==> src/joy_pkg.sv <==
// Joystick words follow the host bridge layout; only the low 14 digital bits reach the ports
package joy_pkg;

	// ====================
	// Word widths
	// ====================

	// Digital word as kept per port
	localparam int joy_digital_w = 14;

	// Digital and analog words as delivered by the host
	localparam int joy_raw_w = 16;

	// One analog axis byte, X in the low byte and Y in the high byte of the raw word
	typedef logic [7:0] axis_t;

	// ====================
	// Button positions
	// ====================

	// Fire 2 sits here and fire 3 right above it
	localparam int fire2_bit = 7;

endpackage

==> src/mouse_pkg.sv <==
// Assumes the 25-bit PS/2 mouse word of the host bridge, with a toggling strobe in bit 24
package mouse_pkg;

	// ====================
	// Packet word layout
	// ====================

	localparam int mouse_pkt_w = 25;

	// Toggles once per new movement report
	localparam int strobe_bit = 24;

	// Sign bits sit in the first packet byte
	localparam int x_sign_bit = 4;
	localparam int y_sign_bit = 5;

	// Movement magnitudes, 7 bits each
	localparam int x_mag_hi = 15;
	localparam int x_mag_lo = 9;
	localparam int y_mag_hi = 23;
	localparam int y_mag_lo = 17;

	// Left and right buttons
	localparam int btn_lo = 0;
	localparam int btn_hi = 1;

	// ====================
	// Delta and position
	// ====================

	// Nine bits hold a full sign-extended delta and a position plus one step
	typedef logic signed [8:0] delta_t;

	// Largest move accepted from one report
	localparam delta_t delta_limit = 9'sd10;

	// Emulated stick range, one signed byte
	localparam delta_t axis_max = 9'sd127;
	localparam delta_t axis_min = -9'sd128;

endpackage

==> src/axis_accumulator.sv <==
// Position saturates at axis_min..axis_max; a real stick or a halted CPU ends emulation at once
module axis_accumulator (
	input  logic                           clk_sys,
	input  logic                           areset,
	input  logic                           lim_valid_i,
	input  mouse_pkg::delta_t              lim_dx_i,
	input  mouse_pkg::delta_t              lim_dy_i,
	input  logic [joy_pkg::joy_raw_w-1:0]  joya0_i,
	input  logic                           cpu_halt_i,
	output mouse_pkg::delta_t              pos_x_o,
	output mouse_pkg::delta_t              pos_y_o,
	output logic                           emu_active_o
);

	mouse_pkg::delta_t sum_x;
	mouse_pkg::delta_t sum_y;
	mouse_pkg::delta_t next_x;
	mouse_pkg::delta_t next_y;
	logic              clear;

	// Any analog activity on the real stick hands control back to it
	assign clear = (joya0_i != '0) || cpu_halt_i;

	// ====================
	// Add and saturate
	// ====================

	// Step is at most 10, so the sum never wraps in nine bits
	assign sum_x = pos_x_o + lim_dx_i;
	assign sum_y = pos_y_o + lim_dy_i;

	always_comb begin
		if (sum_x > mouse_pkg::axis_max)
			next_x = mouse_pkg::axis_max;
		else if (sum_x < mouse_pkg::axis_min)
			next_x = mouse_pkg::axis_min;
		else
			next_x = sum_x;

		if (sum_y > mouse_pkg::axis_max)
			next_y = mouse_pkg::axis_max;
		else if (sum_y < mouse_pkg::axis_min)
			next_y = mouse_pkg::axis_min;
		else
			next_y = sum_y;
	end

	// ====================
	// Position state
	// ====================

	always_ff @(posedge clk_sys) begin
		if (areset) begin
			pos_x_o      <= '0;
			pos_y_o      <= '0;
			emu_active_o <= 1'b0;
		end else if (clear) begin
			// Clear beats a report in the same cycle
			pos_x_o      <= '0;
			pos_y_o      <= '0;
			emu_active_o <= 1'b0;
		end else if (lim_valid_i) begin
			pos_x_o      <= next_x;
			pos_y_o      <= next_y;
			emu_active_o <= 1'b1;
		end
	end

endmodule

==> src/delta_limiter.sv <==
// Steps are clipped to plus or minus delta_limit; invert_y_i is read when the report passes
module delta_limiter (
	input  logic              clk_sys,
	input  logic              areset,
	input  logic              invert_y_i,
	input  logic              pkt_valid_i,
	input  mouse_pkg::delta_t dx_i,
	input  mouse_pkg::delta_t dy_i,
	output logic              lim_valid_o,
	output mouse_pkg::delta_t lim_dx_o,
	output mouse_pkg::delta_t lim_dy_o
);

	mouse_pkg::delta_t clip_dx;
	mouse_pkg::delta_t clip_dy;

	// Clip both axes to the allowed step
	always_comb begin
		clip_dx = dx_i;
		if (dx_i > mouse_pkg::delta_limit)
			clip_dx = mouse_pkg::delta_limit;
		else if (dx_i < -mouse_pkg::delta_limit)
			clip_dx = -mouse_pkg::delta_limit;

		clip_dy = dy_i;
		if (dy_i > mouse_pkg::delta_limit)
			clip_dy = mouse_pkg::delta_limit;
		else if (dy_i < -mouse_pkg::delta_limit)
			clip_dy = -mouse_pkg::delta_limit;
	end

	always_ff @(posedge clk_sys) begin
		if (areset)
			lim_valid_o <= 1'b0;
		else
			lim_valid_o <= pkt_valid_i;
	end

	// Inverted Y moves the other way, same as subtracting the step
	always_ff @(posedge clk_sys) begin
		if (pkt_valid_i) begin
			lim_dx_o <= clip_dx;
			lim_dy_o <= invert_y_i ? -clip_dy : clip_dy;
		end
	end

endmodule

==> src/mouse_axis_top.sv <==
// Four-cycle path from a strobe change to the port outputs; no back-pressure anywhere
module mouse_axis_top (
	input  logic                              clk_sys,
	input  logic                              areset,
	input  logic [mouse_pkg::mouse_pkt_w-1:0] ps2_mouse_i,
	input  logic [joy_pkg::joy_raw_w-1:0]     joy0_i,
	input  logic [joy_pkg::joy_raw_w-1:0]     joy1_i,
	input  logic [joy_pkg::joy_raw_w-1:0]     joya0_i,
	input  logic [joy_pkg::joy_raw_w-1:0]     joya1_i,
	input  logic                              cpu_halt_i,
	input  logic                              swap_joy_i,
	input  logic                              invert_y_i,
	output logic [joy_pkg::joy_digital_w-1:0] joy1_o,
	output logic [joy_pkg::joy_digital_w-1:0] joy2_o,
	output joy_pkg::axis_t                    joy1_x_o,
	output joy_pkg::axis_t                    joy1_y_o,
	output joy_pkg::axis_t                    joy2_x_o,
	output joy_pkg::axis_t                    joy2_y_o,
	output logic                              mouse_active_o
);

	logic              pkt_valid;
	mouse_pkg::delta_t dx;
	mouse_pkg::delta_t dy;
	logic [1:0]        btn;
	logic              lim_valid;
	mouse_pkg::delta_t lim_dx;
	mouse_pkg::delta_t lim_dy;
	mouse_pkg::delta_t pos_x;
	mouse_pkg::delta_t pos_y;
	logic              emu_active;

	assign mouse_active_o = emu_active;

	mouse_packet_decode i_mouse_packet_decode (
		.clk_sys     (clk_sys),
		.areset      (areset),
		.ps2_mouse_i (ps2_mouse_i),
		.pkt_valid_o (pkt_valid),
		.dx_o        (dx),
		.dy_o        (dy),
		.btn_o       (btn)
	);

	delta_limiter i_delta_limiter (
		.clk_sys     (clk_sys),
		.areset      (areset),
		.invert_y_i  (invert_y_i),
		.pkt_valid_i (pkt_valid),
		.dx_i        (dx),
		.dy_i        (dy),
		.lim_valid_o (lim_valid),
		.lim_dx_o    (lim_dx),
		.lim_dy_o    (lim_dy)
	);

	axis_accumulator i_axis_accumulator (
		.clk_sys      (clk_sys),
		.areset       (areset),
		.lim_valid_i  (lim_valid),
		.lim_dx_i     (lim_dx),
		.lim_dy_i     (lim_dy),
		.joya0_i      (joya0_i),
		.cpu_halt_i   (cpu_halt_i),
		.pos_x_o      (pos_x),
		.pos_y_o      (pos_y),
		.emu_active_o (emu_active)
	);

	// Buttons bypass the limiter and accumulator
	port_router i_port_router (
		.clk_sys      (clk_sys),
		.areset       (areset),
		.swap_joy_i   (swap_joy_i),
		.emu_active_i (emu_active),
		.pos_x_i      (pos_x),
		.pos_y_i      (pos_y),
		.btn_i        (btn),
		.joy0_i       (joy0_i),
		.joy1_i       (joy1_i),
		.joya0_i      (joya0_i),
		.joya1_i      (joya1_i),
		.joy1_o       (joy1_o),
		.joy2_o       (joy2_o),
		.joy1_x_o     (joy1_x_o),
		.joy1_y_o     (joy1_y_o),
		.joy2_x_o     (joy2_x_o),
		.joy2_y_o     (joy2_y_o)
	);

endmodule

==> src/mouse_packet_decode.sv <==
// A report is any change of the strobe bit; a strobe level present at reset release gives no report
module mouse_packet_decode (
	input  logic                                 clk_sys,
	input  logic                                 areset,
	input  logic [mouse_pkg::mouse_pkt_w-1:0]    ps2_mouse_i,
	output logic                                 pkt_valid_o,
	output mouse_pkg::delta_t                    dx_o,
	output mouse_pkg::delta_t                    dy_o,
	output logic [1:0]                           btn_o
);

	logic stb_q;
	logic stb_change;

	assign stb_change = ps2_mouse_i[mouse_pkg::strobe_bit] != stb_q;

	// Strobe history and report pulse
	always_ff @(posedge clk_sys) begin
		if (areset) begin
			// Follow the strobe so that leaving reset looks like no change
			stb_q       <= ps2_mouse_i[mouse_pkg::strobe_bit];
			pkt_valid_o <= 1'b0;
		end else begin
			stb_q       <= ps2_mouse_i[mouse_pkg::strobe_bit];
			pkt_valid_o <= stb_change;
		end
	end

	// Buttons are held between reports and read at all times downstream
	always_ff @(posedge clk_sys) begin
		if (areset) begin
			btn_o <= 2'b00;
		end else if (stb_change) begin
			btn_o <= ps2_mouse_i[mouse_pkg::btn_hi:mouse_pkg::btn_lo];
		end
	end

	// Deltas: sign bit doubled on top of the 7-bit magnitude
	always_ff @(posedge clk_sys) begin
		if (stb_change) begin
			dx_o <= {ps2_mouse_i[mouse_pkg::x_sign_bit],
				ps2_mouse_i[mouse_pkg::x_sign_bit],
				ps2_mouse_i[mouse_pkg::x_mag_hi:mouse_pkg::x_mag_lo]};
			dy_o <= {ps2_mouse_i[mouse_pkg::y_sign_bit],
				ps2_mouse_i[mouse_pkg::y_sign_bit],
				ps2_mouse_i[mouse_pkg::y_mag_hi:mouse_pkg::y_mag_lo]};
		end
	end

endmodule

==> src/port_router.sv <==
// Only player 0 can be mouse driven; joystick inputs are sampled and appear one cycle later
module port_router (
	input  logic                           clk_sys,
	input  logic                           areset,
	input  logic                           swap_joy_i,
	input  logic                           emu_active_i,
	input  mouse_pkg::delta_t              pos_x_i,
	input  mouse_pkg::delta_t              pos_y_i,
	input  logic [1:0]                     btn_i,
	input  logic [joy_pkg::joy_raw_w-1:0]  joy0_i,
	input  logic [joy_pkg::joy_raw_w-1:0]  joy1_i,
	input  logic [joy_pkg::joy_raw_w-1:0]  joya0_i,
	input  logic [joy_pkg::joy_raw_w-1:0]  joya1_i,
	output logic [joy_pkg::joy_digital_w-1:0] joy1_o,
	output logic [joy_pkg::joy_digital_w-1:0] joy2_o,
	output joy_pkg::axis_t                 joy1_x_o,
	output joy_pkg::axis_t                 joy1_y_o,
	output joy_pkg::axis_t                 joy2_x_o,
	output joy_pkg::axis_t                 joy2_y_o
);

	logic [joy_pkg::joy_digital_w-1:0] p0_dig;
	logic [joy_pkg::joy_digital_w-1:0] p1_dig;
	joy_pkg::axis_t                    p0_x;
	joy_pkg::axis_t                    p0_y;
	joy_pkg::axis_t                    p1_x;
	joy_pkg::axis_t                    p1_y;

	// ====================
	// Player values
	// ====================

	always_comb begin
		p0_dig = joy0_i[joy_pkg::joy_digital_w-1:0];
		p0_x   = joya0_i[7:0];
		p0_y   = joya0_i[15:8];

		if (emu_active_i) begin
			// Mouse buttons take over fire 2 and fire 3
			p0_dig[joy_pkg::fire2_bit +: 2] = btn_i;
			// Low byte of a saturated position is its two's complement byte
			p0_x = pos_x_i[7:0];
			p0_y = pos_y_i[7:0];
		end

		p1_dig = joy1_i[joy_pkg::joy_digital_w-1:0];
		p1_x   = joya1_i[7:0];
		p1_y   = joya1_i[15:8];
	end

	// ====================
	// Port assignment
	// ====================

	always_ff @(posedge clk_sys) begin
		if (areset) begin
			joy1_o   <= '0;
			joy2_o   <= '0;
			joy1_x_o <= '0;
			joy1_y_o <= '0;
			joy2_x_o <= '0;
			joy2_y_o <= '0;
		end else if (swap_joy_i) begin
			joy1_o   <= p1_dig;
			joy1_x_o <= p1_x;
			joy1_y_o <= p1_y;
			joy2_o   <= p0_dig;
			joy2_x_o <= p0_x;
			joy2_y_o <= p0_y;
		end else begin
			joy1_o   <= p0_dig;
			joy1_x_o <= p0_x;
			joy1_y_o <= p0_y;
			joy2_o   <= p1_dig;
			joy2_x_o <= p1_x;
			joy2_y_o <= p1_y;
		end
	end

endmodule
==> config.mk <==
export PLATFORM = sky130hd
export DESIGN_NAME = mouse_axis_top
export DESIGN_NICKNAME = d
export VERILOG_FILES = /design/src/joy_pkg.sv /design/src/mouse_pkg.sv /design/src/axis_accumulator.sv /design/src/delta_limiter.sv /design/src/mouse_axis_top.sv /design/src/mouse_packet_decode.sv /design/src/port_router.sv
export SDC_FILE = /design/constraint.sdc
export NUM_CORES = 1
export LEC_CHECK = 0
export BUFFER_PORTS_ARGS = -buffer_cell sky130_fd_sc_hd__buf_2
export CORE_UTILIZATION = 47
export CTS_CLUSTER_DIAMETER = 150
export DETAILED_ROUTE_END_ITERATION = 6
export PLACE_DENSITY = 0.76
export SLEW_MARGIN = 15
export SYNTH_ARGS = -nofsm -noshare
export SYNTH_HDL_FRONTEND = slang
export SYNTH_SLANG_ARGS = --single-unit
==> constraint.sdc <==
create_clock -name clk_sys -period 2.9 [get_ports clk_sys]
set_input_delay 0.145 -clock clk_sys [delete_from_list [all_inputs] [get_ports clk_sys]]
set_output_delay 0.145 -clock clk_sys [all_outputs]
set_load 0.01 [all_outputs]
==> flow_summary_export.csv <==
group,metric,value,unit
power,comb_power_share,0.131,
power,peakVddDrop,0.452,mV
drt,drtIter0Drc,484,
timing,fin_ws,135,ps
synthesis,syn_inst,564,
synthesis,synth_seq_cells,117,
power,powerDensity,588,nW/um2
placement,gp_congestion,0.840,
timing,tightest_slew,1020,ps
drt,drc,0,
floorplanning,die_w,110,um
grt,grt_start_max_net_pins,97,
final_layout,drive_gt1_frac,0.249,
critical_path,required,3050,ps
timing,hold_violations,0,
final_layout,antenna_cells,0,
placement,port_buffers,144,
critical_path,r2r_slack,130,ps
critical_path,endpoint_kind,"flip-flop",
drt,wl_per_cell,15.5,um
power,pwr-share-clk,0.458,
cts,clk_latency,410,ps
grt,grt_pass1_wl,22600,um
critical_path,worst-endpoint-arrival,2920,ps
final_layout,syn2layout_area_growth,38.9,%
synthesis,yosys_warnings,0,
power,p_switching,0.00110,W
final_layout,fin_nets,890,
power,p_int,0.00338,W
grt,grt_pass1_vias,4831,
cts,cts_tree,"yes",
timing,hold-worst-slack,10.2,ps
critical_path,cp_max_fo,4,
cts,ctsLongestPathBuffers,2,
floorplanning,coreArea,11400,um2
final_layout,instances_no_fill,931,
placement,postPlaceCellArea,6320,um2
synthesis,synth_area_per_cell,9.71,um2
synthesis,synth_edf_count,33,
timing,fmax,362,MHz
timing,slew_headroom,0.317,
power,swShare,0.245,
cts,cts_sinks,117,
drt,via_per_inst,5.29,
timing,report.final.slew_viol_count,0,
timing,finalCritPeriodShare,0.954,
synthesis,synth-seq-area-share,0.488,
timing,fin_worst_skew,7.13,ps
synthesis,synth_cell_type_count,58,
floorplanning,start_util,0.482,
synthesis,synth_largest_area_cell,"dfxtp_1",
grt,grt-ovfl-total,0,
synthesis,syn_area,5480,um2
timing,final.min_clock_period,2770,ps
placement,dp_hpwl,8910,um
critical_path,start_kind,"flip-flop",
outcome,status,"complete, no violations",
synthesis,yosys-top-cells-area,"dfxtp_1 31%, edfxtp_1 18%, mux2i_1 8.2%",
synthesis,syn_nets,679,
job,drv_cap,0,
floorplanning,dieArea,12100,um2
drt,antenna_left,0,
final_layout,fin_area,7610,um2
floorplanning,num_rows,39,
power,pwr-share-seq,0.411,
placement,pre_cts_ws,1.83,ps
power,leakage,3.37,nW
drt,vias,4921,
synthesis,synth-main-ff-cell,"dfxtp_1",
worst_hold_path,min_path_type,"in -> reg",
placement,dp_cells,831,
floorplanning,io_pins,155,
drt,dr.pass1.iters,5,
cts,clkTransAtPathRegs,50,ps
timing,setup_violations,0,
grt,grt.total_usage,0.247,
floorplanning,die_h,110,um
cts,cts_root_buffer,"clkbuf_16",
synthesis,synthArstFlopShare,0,
synthesis,synth_top_area_frac,0.307,
cts,numCtsBuffers,17,
critical_path,worstSetupPathType,"reg -> reg",
cts,htreeDepth,4,
grt,grt_antenna_before_repair,0,
drt,finalWirelength,14500,um
sequential cells by signal, summed over array words and instances (netlist names):
name                               count
i_axis_accumulator.emu_active_o        1
i_axis_accumulator.pos_y_o             9
i_port_router.joy1_y_o                 8
i_axis_accumulator.pos_x_o             9
i_port_router.joy2_y_o                 8
i_delta_limiter.lim_valid_o            1
i_port_router.joy1_o                  14
i_port_router.joy1_x_o                 8
i_port_router.joy2_o                  14
i_delta_limiter.lim_dx_o               8
i_delta_limiter.lim_dy_o               9
i_port_router.joy2_x_o                 8
i_mouse_packet_decode.pkt_valid_o      1
i_mouse_packet_decode.dx_o             8
i_mouse_packet_decode.dy_o             8
i_mouse_packet_decode.stb_q            1
i_mouse_packet_decode.btn_o            2
Yosys cell counts (4+ instances only):
cell and n:
nor2_1 105, dfxtp_1 84, a21oi_1 50, mux2i_1 45, edfxtp_1 33, o21ai_0 25, a211oi_1 20, ha_1 19
inv_1 17, clkbuf_1 16, nand2_1 16, nor3_1 11, xnor2_1 10, xor2_1 10, o21a_1 9, a21o_1 7
buf_1 7, maj3_1 6, nand2b_1 6, nor2b_1 6, nor4_1 4
worst max-delay path, cell delays in order (launching register included):
cell	delay (ps)
edfxtp_1	410
a21oi_1	90
or2_2	310
ha_4	290
nor2_1	40
and2_1	170
inv_1	50
ha_1	150
nand2_1	90
or4_4	430
o31a_1	250
o21ai_1	120
o31ai_1	90
power by group through the flow:
stage	clock network [W]	registers, W	logic, W
final	0.00205	0.00184	0.000587
after global routing	0.00215	0.00185	0.000653
after CTS	0.00206	0.00184	0.000558
after detailed placement	0	0.00187	0.000479
after global placement	0	0.00187	0.000461
after floorplan	0	0.00189	0.000269
cells in the final DEF (no fill, tap or decap), drive strengths merged, types with 2 or more instances in the layout:
cell type    synthesis  final
o21a                 9      9
nor3                11     11
o211ai               3      3
or4                  3      3
edfxtp              33     33
o21ai               25     25
nand3                3      3
mux2i               45     45
nand4                2      2
or3                  3      3
xor2                10     10
a21o                 7      7
inv                 17     20
maj3                 7      7
ha                  19     19
nor2               105    105
and3                 2      2
clkbuf              16     23
a211oi              21     21
or2                  2      2
a21oi               51     51
and2                 3      3
buf                 12    155
xnor2               11     11
nor4                 4      4
o31a                 2      2
fa                   2      2
a31oi                3      3
clkinvlp             0      4
nor2b                6      6
nand2               16     16
o21bai               2      2
and2b                2      2
o22ai                2      2
dfxtp               84     84
nand2b               6      6
dlygate4sd3          0     66
cell families (layout without fill, tap and decap cells):
group / count (synthesis) / after routing / synth area share
XOR/XNOR: 21 / 21 / 0.0349
adder cells (fa/ha/maj): 28 / 28 / 0.0637
flip-flops: 117 / 117 / 0.488
buffers and inverters: 46 / 270 / 0.0359
multiplexers: 45 / 45 / 0.0822
AO/OA/AOI/OAI: 136 / 136 / 0.156
AND/OR/NAND/NOR: 171 / 171 / 0.139
area by class of cell:
type	count	area [um2]
repair buffers	221	1470
inverters	17	63.8
fillers	798	3760
clock buffers	23	500
clock inverters	9	90.1
flip-flops and latches	117	2670
multi-input cells	401	2640
well taps	143	179
metal layers:
metal,global-route usage,vias up,share of wire
met4,0.137,0,0.032
li1,-,2428,-
met5,0,-,0
met1,0.280,2263,0.40
met3,0.0777,39,0.062
met2,0.412,191,0.51
final timing paths:
path,from,endpoint,depth (start not counted)
setup reg to reg,i_mouse_packet_decode.dy_o[1],i_delta_limiter.lim_dy_o[8],12
setup / recovery,i_mouse_packet_decode.dy_o[1],i_delta_limiter.lim_dy_o[8],12
hold / removal,joya1_i[14],i_port_router.joy1_y_o[6],3
hold reg to reg,i_axis_accumulator.pos_x_o[8],i_axis_accumulator.pos_x_o[8],1
timing repair:
action | in CTS | in global routing
hold buffers | 66 | 0
setup endpoints to repair | 1 | 1
resized for setup | 1 | 3
hold endpoints to repair | 56 | 0
buffers inserted | 0 | 2
through the flow:
step                 util  total power (W)  TNS (ps)
floorplan               -          0.00216         0
finish              0.669          0.00447         0
CTS                 0.667          0.00446         0
global placement    0.556          0.00233         0
detailed placement  0.556          0.00235         0
global route        0.669          0.00465     -10.3
Power figures use the tool's default switching activity.
